## src/hw/agu_pkg.sv

```systemverilog
// Shared widths, enums and bus structs for the load/store address unit, imported by RTL and testbench
`default_nettype none

package agu_pkg;

  // Datapath and bus widths
  localparam int xlen      = 32;
  localparam int addr_size = 32;
  localparam int strb_w    = xlen / 8;

  // Instruction class from decode
  typedef enum logic [1:0] {
    op_load,
    op_store,
    op_amo
  } agu_op_e;

  // Access size, same encoding as the bus size field
  typedef enum logic [1:0] {
    size_b,
    size_h,
    size_w
  } acc_size_e;

  // ALU operation, also used as the AMO opcode
  typedef enum logic [3:0] {
    alu_add,
    alu_swap,
    alu_and,
    alu_or,
    alu_xor,
    alu_max,
    alu_min,
    alu_maxu,
    alu_minu
  } alu_op_e;

  // AMO sequencer states
  typedef enum logic [2:0] {
    st_idle,
    st_first,
    st_amoalu,
    st_amordy,
    st_wait2nd,
    st_second,
    st_wbck
  } icb_state_e;

  //////////////////////////////////////////////////
  // Bundles

  typedef struct packed {
    agu_op_e   op;
    acc_size_e size;
    alu_op_e   amo_op;
    logic      usign;
  } agu_info_t;

  typedef struct packed {
    logic [xlen-1:0] op1;
    logic [xlen-1:0] op2;
    alu_op_e         op;
  } alu_req_t;

  // Command payload, valid/ready travel beside it
  typedef struct packed {
    logic [addr_size-1:0] addr;
    logic                 read;
    logic [xlen-1:0]      wdata;
    logic [strb_w-1:0]    wmask;
    logic                 lock;
    acc_size_e            size;
    logic                 usign;
  } icb_cmd_t;

  typedef struct packed {
    logic            err;
    logic [xlen-1:0] rdata;
  } icb_rsp_t;

  // Commit report toward the exception logic
  typedef struct packed {
    logic                 misalgn;
    logic                 ld;
    logic                 stamo;
    logic                 buserr;
    logic [addr_size-1:0] badaddr;
  } cmt_t;

endpackage

`default_nettype wire

```

## src/hw/agu_alu.sv

```systemverilog
// Combinational adder and AMO logic for address generation and the read-modify-write step
`default_nettype none

module agu_alu (
  input  agu_pkg::alu_req_t        req,
  output logic [agu_pkg::xlen-1:0] res
);

  import agu_pkg::*;

  logic [xlen-1:0] sum;
  logic            lt_s;
  logic            lt_u;

  assign sum  = req.op1 + req.op2;

  // Signed and unsigned less-than of op1 versus op2
  assign lt_s = $signed(req.op1) < $signed(req.op2);
  assign lt_u = req.op1 < req.op2;

  always_comb begin
    case (req.op)
      alu_add:  res = sum;
      // Swap stores rs2 unchanged
      alu_swap: res = req.op2;
      alu_and:  res = req.op1 & req.op2;
      alu_or:   res = req.op1 | req.op2;
      alu_xor:  res = req.op1 ^ req.op2;
      alu_max:  res = lt_s ? req.op2 : req.op1;
      alu_min:  res = lt_s ? req.op1 : req.op2;
      alu_maxu: res = lt_u ? req.op2 : req.op1;
      alu_minu: res = lt_u ? req.op1 : req.op2;
      default:  res = sum;
    endcase
  end

endmodule

`default_nettype wire

```

## src/hw/st_lane_align.sv

```systemverilog
// Size decode with misalignment check and store lane replication plus byte mask for the bus
`default_nettype none

module st_lane_align (
  input  agu_pkg::acc_size_e            size,
  input  wire [agu_pkg::addr_size-1:0]  addr,
  input  wire [agu_pkg::xlen-1:0]       rs2,
  output logic                          misalgn,
  output logic [agu_pkg::xlen-1:0]      lane_wdata,
  output logic [agu_pkg::strb_w-1:0]    lane_wmask
);

  import agu_pkg::*;

  // Halfword needs bit 0 clear, word needs both low bits clear
  assign misalgn = ((size == size_h) & addr[0])
                 | ((size == size_w) & (|addr[1:0]));

  always_comb begin
    case (size)
      size_b: begin
        // Byte copied to all four lanes
        lane_wdata = {4{rs2[7:0]}};
        lane_wmask = strb_w'(1) << addr[1:0];
      end
      size_h: begin
        lane_wdata = {2{rs2[15:0]}};
        lane_wmask = strb_w'(3) << {addr[1], 1'b0};
      end
      size_w: begin
        lane_wdata = rs2;
        lane_wmask = '1;
      end
      default: begin
        lane_wdata = rs2;
        lane_wmask = '0;
      end
    endcase
  end

endmodule

`default_nettype wire

```

## src/hw/amo_sequencer.sv

```systemverilog
// AMO read-modify-write sequencer with its data buffers and the ALU operand mux, used inside agu_top
`default_nettype none

module amo_sequencer (
  input  wire                      clk,
  input  wire                      rst,
  input  wire                      start,
  input  agu_pkg::agu_info_t       i_info,
  input  wire [agu_pkg::xlen-1:0]  rs1,
  input  wire [agu_pkg::xlen-1:0]  rs2,
  input  wire [agu_pkg::xlen-1:0]  imm,
  input  wire                      icb_cmd_ready,
  input  wire                      icb_rsp_valid,
  input  agu_pkg::icb_rsp_t        icb_rsp,
  input  wire                      o_ready,
  input  wire [agu_pkg::xlen-1:0]  alu_res,
  output agu_pkg::icb_state_e      state,
  output agu_pkg::alu_req_t        alu_req,
  output logic [agu_pkg::xlen-1:0] rd_buf,
  output logic [agu_pkg::xlen-1:0] res_buf,
  output logic                     err_flag
);

  import agu_pkg::*;

  icb_state_e      state_nxt;
  logic            rsp_first;
  logic            rsp_second;
  logic [xlen-1:0] addr_op2;

  //////////////////////////////////////////////////
  // State machine

  always_comb begin
    state_nxt = state;
    case (state)
      st_idle:    if (start) state_nxt = st_first;
      // Read data is back
      st_first:   if (icb_rsp_valid) state_nxt = st_amoalu;
      // ALU result is ready one cycle later, no stall possible
      st_amoalu:  state_nxt = st_amordy;
      st_amordy:  state_nxt = st_wait2nd;
      // Write command sits on the bus until taken
      st_wait2nd: if (icb_cmd_ready) state_nxt = st_second;
      st_second:  if (icb_rsp_valid) state_nxt = st_wbck;
      // Retire once commit takes it
      st_wbck:    if (o_ready) state_nxt = st_idle;
      default:    state_nxt = st_idle;
    endcase
  end

  always_ff @(posedge clk) begin
    if (rst) begin
      state <= st_idle;
    end else begin
      state <= state_nxt;
    end
  end

  //////////////////////////////////////////////////
  // Read data, result and error buffers

  assign rsp_first  = (state == st_first) & icb_rsp_valid;
  assign rsp_second = (state == st_second) & icb_rsp_valid;

  // Old memory word, later written back to rd
  always_ff @(posedge clk) begin
    if (rsp_first) begin
      rd_buf <= icb_rsp.rdata;
    end
  end

  // Modified word for the write command
  always_ff @(posedge clk) begin
    if (state == st_amoalu) begin
      res_buf <= alu_res;
    end
  end

  // Error from the read, merged with the write error
  always_ff @(posedge clk) begin
    if (rst) begin
      err_flag <= 1'b0;
    end else if (rsp_first) begin
      err_flag <= icb_rsp.err;
    end else if (rsp_second) begin
      err_flag <= err_flag | icb_rsp.err;
    end
  end

  //////////////////////////////////////////////////
  // ALU operand select

  // AMOs address with rs1 alone
  assign addr_op2 = (i_info.op == op_amo) ? '0 : imm;

  always_comb begin
    if (state == st_amoalu) begin
      // Modify step on old word and rs2
      alu_req.op1 = rd_buf;
      alu_req.op2 = rs2;
      alu_req.op  = i_info.amo_op;
    end else begin
      // Address add, also keeps the address steady for the write
      alu_req.op1 = rs1;
      alu_req.op2 = addr_op2;
      alu_req.op  = alu_add;
    end
  end

endmodule

`default_nettype wire

```

## src/hw/agu_issue.sv

```systemverilog
// Handshake strobes, bus command and commit report for loads, stores and AMOs in agu_top
`default_nettype none

module agu_issue (
  input  wire                           i_valid,
  input  agu_pkg::agu_info_t            i_info,
  input  wire                           o_ready,
  input  wire                           icb_cmd_ready,
  input  wire [agu_pkg::addr_size-1:0]  addr,
  input  wire                           misalgn,
  input  wire [agu_pkg::xlen-1:0]       lane_wdata,
  input  wire [agu_pkg::strb_w-1:0]     lane_wmask,
  input  agu_pkg::icb_state_e           state,
  input  wire [agu_pkg::xlen-1:0]       rd_buf,
  input  wire [agu_pkg::xlen-1:0]       res_buf,
  input  wire                           err_flag,
  output logic                          i_ready,
  output logic                          o_valid,
  output logic                          start,
  output logic                          icb_cmd_valid,
  output agu_pkg::icb_cmd_t             icb_cmd,
  output logic [agu_pkg::xlen-1:0]      wbck_wdat,
  output logic                          wbck_err,
  output agu_pkg::cmt_t                 cmt,
  output logic                          amo_wait
);

  import agu_pkg::*;

  logic is_ld;
  logic is_st;
  logic is_amo;
  logic algn_ldst;
  logic unalgn;
  logic algn_amo;
  logic sta_idle;
  logic sta_wait2nd;
  logic sta_wbck;

  //////////////////////////////////////////////////
  // Classify

  assign is_ld     = (i_info.op == op_load);
  assign is_st     = (i_info.op == op_store);
  assign is_amo    = (i_info.op == op_amo);
  assign algn_ldst = ~misalgn & (is_ld | is_st);
  // Alignment is decided in idle because the address carries the AMO result in st_amoalu
  assign algn_amo  = is_amo & (~sta_idle | ~misalgn);
  // Any misaligned access becomes an exception at commit
  assign unalgn    = sta_idle & misalgn & (is_ld | is_st | is_amo);

  assign sta_idle    = (state == st_idle);
  assign sta_wait2nd = (state == st_wait2nd);
  assign sta_wbck    = (state == st_wbck);
  assign amo_wait    = ~sta_idle;

  //////////////////////////////////////////////////
  // Strobes

  // AMO frees issue only at retirement
  assign i_ready = algn_amo ? (sta_wbck & o_ready) : (icb_cmd_ready & o_ready);

  // Same-cycle commit for plain and faulting accesses gated by cmd ready
  assign o_valid = sta_wbck | (i_valid & (algn_ldst | unalgn) & icb_cmd_ready);

  // Commit must be able to take it in the same cycle
  assign icb_cmd_valid = (algn_ldst & i_valid & o_ready)
                       | (algn_amo & ((sta_idle & i_valid & o_ready) | sta_wait2nd));

  // AMO read taken in idle
  assign start = algn_amo & sta_idle & i_valid & o_ready & icb_cmd_ready;

  //////////////////////////////////////////////////
  // Command and commit payloads

  always_comb begin
    icb_cmd.addr  = addr;
    icb_cmd.read  = (algn_ldst & is_ld) | (algn_amo & sta_idle);
    icb_cmd.wdata = is_amo ? res_buf : lane_wdata;
    // Failed AMO read turns the write into a no-op
    icb_cmd.wmask = is_amo ? (err_flag ? '0 : '1) : lane_wmask;
    icb_cmd.lock  = algn_amo & sta_idle;
    icb_cmd.size  = i_info.size;
    icb_cmd.usign = i_info.usign;
  end

  always_comb begin
    cmt.misalgn = unalgn;
    cmt.ld      = is_ld;
    cmt.stamo   = is_st | is_amo;
    cmt.buserr  = algn_amo & err_flag;
    cmt.badaddr = addr;
  end

  assign wbck_wdat = algn_amo ? rd_buf : '0;
  assign wbck_err  = cmt.buserr | cmt.misalgn;

endmodule

`default_nettype wire

```

## src/hw/agu_top.sv

```systemverilog
// Load/store address unit top level; instantiate once per core between issue and the memory bus
`default_nettype none

module agu_top (
  input  wire                      clk,
  input  wire                      rst,
  // Issue handshake
  input  wire                      i_valid,
  output logic                     i_ready,
  input  agu_pkg::agu_info_t       i_info,
  input  wire [agu_pkg::xlen-1:0]  rs1,
  input  wire [agu_pkg::xlen-1:0]  rs2,
  input  wire [agu_pkg::xlen-1:0]  imm,
  // Commit and write-back
  output logic                     o_valid,
  input  wire                      o_ready,
  output logic [agu_pkg::xlen-1:0] wbck_wdat,
  output logic                     wbck_err,
  output agu_pkg::cmt_t            cmt,
  output logic                     amo_wait,
  // Memory command bus
  output logic                     icb_cmd_valid,
  input  wire                      icb_cmd_ready,
  output agu_pkg::icb_cmd_t        icb_cmd,
  input  wire                      icb_rsp_valid,
  input  agu_pkg::icb_rsp_t        icb_rsp
);

  import agu_pkg::*;

  icb_state_e           state;
  alu_req_t             alu_req;
  logic [xlen-1:0]      alu_res;
  logic [xlen-1:0]      rd_buf;
  logic [xlen-1:0]      res_buf;
  logic                 err_flag;
  logic                 start;
  logic [addr_size-1:0] addr;
  logic                 misalgn;
  logic [xlen-1:0]      lane_wdata;
  logic [strb_w-1:0]    lane_wmask;

  // Adder output doubles as the memory address
  assign addr = alu_res[addr_size-1:0];

  amo_sequencer u_seq (
    .clk           (clk),
    .rst           (rst),
    .start         (start),
    .i_info        (i_info),
    .rs1           (rs1),
    .rs2           (rs2),
    .imm           (imm),
    .icb_cmd_ready (icb_cmd_ready),
    .icb_rsp_valid (icb_rsp_valid),
    .icb_rsp       (icb_rsp),
    .o_ready       (o_ready),
    .alu_res       (alu_res),
    .state         (state),
    .alu_req       (alu_req),
    .rd_buf        (rd_buf),
    .res_buf       (res_buf),
    .err_flag      (err_flag)
  );

  agu_alu u_alu (
    .req (alu_req),
    .res (alu_res)
  );

  st_lane_align u_lane (
    .size       (i_info.size),
    .addr       (addr),
    .rs2        (rs2),
    .misalgn    (misalgn),
    .lane_wdata (lane_wdata),
    .lane_wmask (lane_wmask)
  );

  agu_issue u_issue (
    .i_valid       (i_valid),
    .i_info        (i_info),
    .o_ready       (o_ready),
    .icb_cmd_ready (icb_cmd_ready),
    .addr          (addr),
    .misalgn       (misalgn),
    .lane_wdata    (lane_wdata),
    .lane_wmask    (lane_wmask),
    .state         (state),
    .rd_buf        (rd_buf),
    .res_buf       (res_buf),
    .err_flag      (err_flag),
    .i_ready       (i_ready),
    .o_valid       (o_valid),
    .start         (start),
    .icb_cmd_valid (icb_cmd_valid),
    .icb_cmd       (icb_cmd),
    .wbck_wdat     (wbck_wdat),
    .wbck_err      (wbck_err),
    .cmt           (cmt),
    .amo_wait      (amo_wait)
  );

endmodule

`default_nettype wire

```

## config.mk

```make
export PLATFORM = sky130hd
export DESIGN_NAME = agu_top
export DESIGN_NICKNAME = d
export VERILOG_FILES = /design/src/hw/agu_pkg.sv /design/src/hw/agu_alu.sv /design/src/hw/st_lane_align.sv /design/src/hw/amo_sequencer.sv /design/src/hw/agu_issue.sv /design/src/hw/agu_top.sv
export SDC_FILE = /design/constraint.sdc
export NUM_CORES = 1
export LEC_CHECK = 0
export BUFFER_PORTS_ARGS = -buffer_cell sky130_fd_sc_hd__buf_4
export CAP_MARGIN = 15
export CORE_AREA = 2 2 117 142
export DETAILED_ROUTE_END_ITERATION = 8
export DIE_AREA = 0 0 119 144
export GPL_TIMING_DRIVEN = 0
export PLACE_DENSITY = 0.87
export SLEW_MARGIN = 20
export SYNTH_ARGS = -nofsm -noshare
export SYNTH_HDL_FRONTEND = slang
export SYNTH_SLANG_ARGS = --single-unit
```

## constraint.sdc

```tcl
create_clock -name clk -period 21.1 [get_ports clk]
set_input_delay 4.22 -clock clk [delete_from_list [all_inputs] [get_ports clk]]
set_output_delay 4.22 -clock clk [all_outputs]
set_load 0.005 [all_outputs]
```

# --- Word-level counts from Yosys, hierarchy flattened ---
# Cells that the tools add are included.
word_totals:
  reg_bits: 68
  latch_bits: 0
  mem_bits_rw: 0
  mem_bits_ro: 0
  inputBits: 144
  mem_count: 0
classes:
  n_addsub: 1
  mul: 0
  div: 0
  order_cmp: 2
  n_eq_ne: 23
  n_shift: 2
  n_mux: 22
  n_bitwise: 40
  n_reduce_logical: 6
ops:
  columns: ["cell", "count"]
  rows:
  - ["$pmux W32 S8", 1]
  - ["$mux W32", 7]
  - ["$mux W68", 1]
  - ["$lt A32 B32 Y1", 2]
  - ["$pmux W32 S2", 1]
  - ["$add A32 B32 Y32", 1]
  - ["$and A32 B32 Y32", 1]
  - ["$or A32 B32 Y32", 1]
  - ["$xor A32 B32 Y32", 1]
  - ["$and A1 B1 Y1", 23]
  - ["$pmux W3 S7", 1]
  - ["$eq A4 B3 Y1 const B", 4]
  - ["$mux W3", 5]
  - ["$or A1 B1 Y1", 12]
  - ["$pmux W4 S3", 1]
  - ["$ne A2 B2 Y1 const B", 5]
  - ["$eq A3 B3 Y1 const B", 3]
  - ["$eq A4 B2 Y1 const B", 2]
  - ["$mux W4", 2]
  - ["$eq A3 B2 Y1 const B", 2]
  - ["$reduce_and A5 Y1", 1]
  - ["$eq A2 B1 Y1 const B", 2]
  - ["$eq A2 B2 Y1 const B", 2]
  - ["$eq A4 B1 Y1 const B", 1]
  - ["10 further kinds", 14]

# --- Longest topological paths before layout ---
depth:
  depth_word: 18
  ltp_mapped: 24

# --- Modules after synthesis ---
# A second synthesis with hierarchy kept.
unflattened:
  cells_unflattened: 1212
  hier_area_um2: 9476.6
by_module_without_submodules:
  columns: ["mod", "n_inst", "cells_per_inst", "area_each_um2"]
  rows:
  - ["agu_alu", 1, 656, 4486.8]
  - ["amo_sequencer", 1, 303, 3032.9]
  - ["agu_issue", 1, 183, 1370.1]
  - ["st_lane_align", 1, 70, 586.8]

# --- Worst setup path after synthesis ---
# No wires, ideal clock.
synth_timing:
  kind: "input -> output"
  startpoint: "input i_info[7] (netlist bit)"
  endpoint: "output icb_cmd[69] (netlist bit)"
  t_arrival_ns: 8.089
  required_time_ns: 16.880
  setup_slack_ns: 8.791
  cell_stages: 21
  n_path_buf: 4
  path_cell_list: "inv_1 -> ha_1 -> clkbuf_1 -> inv_1 -> clkbuf_1 -> and3_1 -> a21oi_1 -> inv_1 -> ha_1 -> or4_1 -> a211oi_2 -> o311a_4 -> o311a_4 -> nor3_2 -> o21ai_1 -> o21a_1 -> inv_2 -> buf_2 -> a221oi_1 -> o311ai_1 -> buf_4"
synth_lines:
  columns: ["item", "line", "text"]
  rows:
  - ["start, declared", "agu_top.sv:10", "input agu_pkg::agu_info_t i_info,"]
  - ["end, declared", "agu_top.sv:24", "output agu_pkg::icb_cmd_t icb_cmd,"]

==> results.ini <==
[detailed_routing]
wl_per_cell_um=22.8
vias=10100
drt_wl_total_mm=37.3
vias_per_cell=6.20
drcViolationCount=0
drtAntennaViolNets=0
drt_iter0_markers=1231
drtPass1Iterations=5

[hold_path]
min_path_cells=2
holdPathEnd=u_seq.err_flag$_SDFFE_PP0P_
worstHoldStart=u_seq.err_flag$_SDFFE_PP0P_
hold_path.class=reg2reg

[placed_design]
dp_slack_ns=7.20
io_buffers=284
gp_congestion=1.08
dp.final_hpwl_mm=28.5
placedCellCount=1616

[pwr]
pwr-share-clk=0.254
ir_worst_vdd_uv=41.6
p_switching_mw=0.247
p_seq_frac=0.231
p_leak_nw=5.58
combPwrFrac=0.515
p_per_area_nw_per_um2=57.7
p_int_mw=0.422
swShare=0.369

[cells_and_area]
finalNetCount=1660
antenna_cells=0
fillers=1306
post-route-util=0.730
final_layout_size_suffix_gt1_frac=0.272
layout.cells.non_filler=1632
synthToLayoutAreaGrowth_pct=31.1

[logic_synthesis]
syn_area_per_cell_sq_um=7.91
synth-seq-cells=68
ys_seq_area_frac=0.226
syn-num-nets=1364
synthCells=1119
yosysUniqueCellTypes=79
yosys_warnings=0
async_flop_share=0
synth_area_sq_um=8850
synth_ff_type=edfxtp_1
synth_edf_count=64

[critical_path]
r2r_start=u_seq.state[2]$_SDFFE_PP0P_
critPathLaunchType=input port
required_ns=16.88
end_kind=output port
crit_type=in2out
r2r_cells=22
ff2ff_setup_slack_ns=13.71
crit_fanout=10
worstReg2RegEnd=u_seq.res_buf[28]$_DFFE_PP_
critPathArrivalTime_ns=9.99

[cts]
insertion_delay_ns=0.36
cts_made_buffers=9
clk_pin_slew_ns=0.06
clockBufferDepth=2
tritoncts=built
h-tree-depth=3
ctsHoldBuffers=0
cts-root-buf=clkbuf_16
cts_resized=0
post_cts_buffers=0
clock-sinks=68

[floorplan]
die_h_um=144
start_util=0.557
die-area_sq_um=17100
io_pins=290
core_sq_um=15900
die_x_um=119
std_cell_rows=51

[sta]
fmax_mhz=70.4
tightest_slew_ns=1.13
maxSlewViolCount=0
fin_ws_ns=6.89
hold_viol=0
skew_ns=0.00591
fin_tns_setup_ns=0
fin_crit_sh=0.673
maxSlewHeadroom=0.247
finalSetupViolations=0
hold_ws_ns=0.518
rsz0062_at_grt=no
fin_crit_ns=14.21

[run_status]
status=finished clean

[global_route]
grt_pass1_wl_mm=55.1
grtUsageTotal=0.424
overflow=0
antenna_found_initial=0
grt_max_degree=42
grt_pass1_vias=9793

[run]
drv_cap=0

## power groups by stage
stage	registers, mW	logic [mW]	clock network (mW)
floorplan	0.157	0.182	0
global placement	0.158	0.330	0
detailed placement	0.158	0.334	0
CTS	0.155	0.338	0.169
global route	0.155	0.368	0.175
finish	0.155	0.344	0.170
## critical path, stage by stage
cell,delay (ns)
buf_4,0.12
inv_1,0.08
ha_1,0.15
clkbuf_1,0.29
inv_1,0.21
clkbuf_1,0.35
and3_1,0.25
a21oi_1,0.34
inv_1,0.12
ha_1,0.30
clkbuf_1,0.20
nor4_1,0.89
o311a_4,0.44
nor3_2,0.07
o21ai_1,0.14
o21a_1,0.48
inv_2,0.06
buf_2,0.24
a221oi_1,0.34
o311ai_1,0.31
buf_4,0.23
buf_4,0.12
## registers in the layout, indices dropped and copies added, names as in the netlist
register / flops
u_seq.err_flag: 1
u_seq.rd_buf: 32
u_seq.res_buf: 32
u_seq.state: 3
## final cells by class
class | instances | area [sq um] | area share
buffer | 109 | 574 | 0.0495
clock buffer | 10 | 229 | 0.0197
clock inverter | 6 | 87.6 | 0.00755
inverter | 87 | 327 | 0.0281
multi-input combinational | 855 | 5960 | 0.513
sequential | 68 | 2000 | 0.173
tap | 212 | 265 | 0.0229
timing repair buffer | 285 | 2160 | 0.186
## stage by stage
| step | cell area, sq um | power (mW) |
|---|---|---|
| after detailed placement | 11300 | 0.492 |
| after floorplan | 8850 | 0.340 |
| final | 11600 | 0.669 |
| after global routing | 11600 | 0.697 |
| after CTS | 11600 | 0.662 |
| after global placement | 11200 | 0.487 |
## cells by family (layout without fill, tap and decap cells)
kind of cell	count (synthesis)	count (layout)	share of synthesized area
DFF	68	68	0.226
muxes	55	55	0.0635
and+or+nand+nor	333	333	0.184
adders and majority gates	101	101	0.144
AOI/OAI and AO/OA	343	343	0.258
xor gates and xnor gates	23	23	0.0228
buffers and inverters	196	497	0.101
## how the worst max path moves through the flow
| stage | from | to | slack, ns | cells past startpoint |
|---|---|---|---|---|
| after CTS | i_info[7] | icb_cmd[69] | 7.13 | 24 |
| after detailed placement | i_info[7] | icb_cmd[69] | 7.20 | 22 |
| final | i_info[7] | icb_cmd[69] | 6.89 | 22 |
| after global routing | i_info[7] | icb_cmd[69] | 6.65 | 24 |
| after floorplan | i_info[7] | icb_cmd[69] | 8.79 | 21 |
| after global placement | i_info[7] | icb_cmd[69] | 7.29 | 23 |
## cells in the final DEF, fill, tap and decap left out, types with 3 or more instances in the layout
master     instances
mux2_2             9
o21a_1            10
a211oi_1           8
nor2b_1           11
nand2_1          119
nand4b_1           3
buf_4            324
a31oi_1            4
nand3b_1           3
edfxtp_1          64
nand3_1           17
nor2_1            63
and3_1            30
nand2b_1          11
inv_1             82
nor3_1            13
o31ai_1            5
buf_2              9
or3_1              4
o21ai_1            8
xor2_1             7
nor4b_1            3
clkbuf_1          54
a22oi_1            8
a21o_1            15
a21oi_1          129
o221ai_1           7
buf_1              6
mux2i_1           46
a221oi_1          23
o2111ai_1          3
clkbuf_16          9
inv_2              5
xnor2_1           16
o211ai_1          19
o21bai_1           3
o21ai_0           68
ha_1             100
and2_1            39
dfxtp_1            4
## per-layer routing
layer	track usage	vias to the layer above	part of all wire
met5	0	-	0
met4	0.279	0	0.067
met3	0.0994	180	0.11
met2	0.696	723	0.46
met1	0.496	4679	0.36
li1	-	4544	-
## Yosys cell counts (19+ instances only)
| library cell | n | area, sq um |
|---|---|---|
| edfxtp_1 | 64 | 1920 |
| a221oi_1 | 23 | 201 |
| ha_1 | 100 | 1250 |
| nand2_1 | 119 | 447 |
| and3_1 | 30 | 188 |
| mux2i_1 | 46 | 460 |
| o211ai_1 | 19 | 143 |
| and2_1 | 39 | 244 |
| o21ai_0 | 68 | 340 |
| inv_1 | 82 | 308 |
| buf_4 | 40 | 300 |
| a21oi_1 | 129 | 646 |
| clkbuf_1 | 54 | 203 |
| nor2_1 | 65 | 244 |
Power figures use the tool's default switching activity.
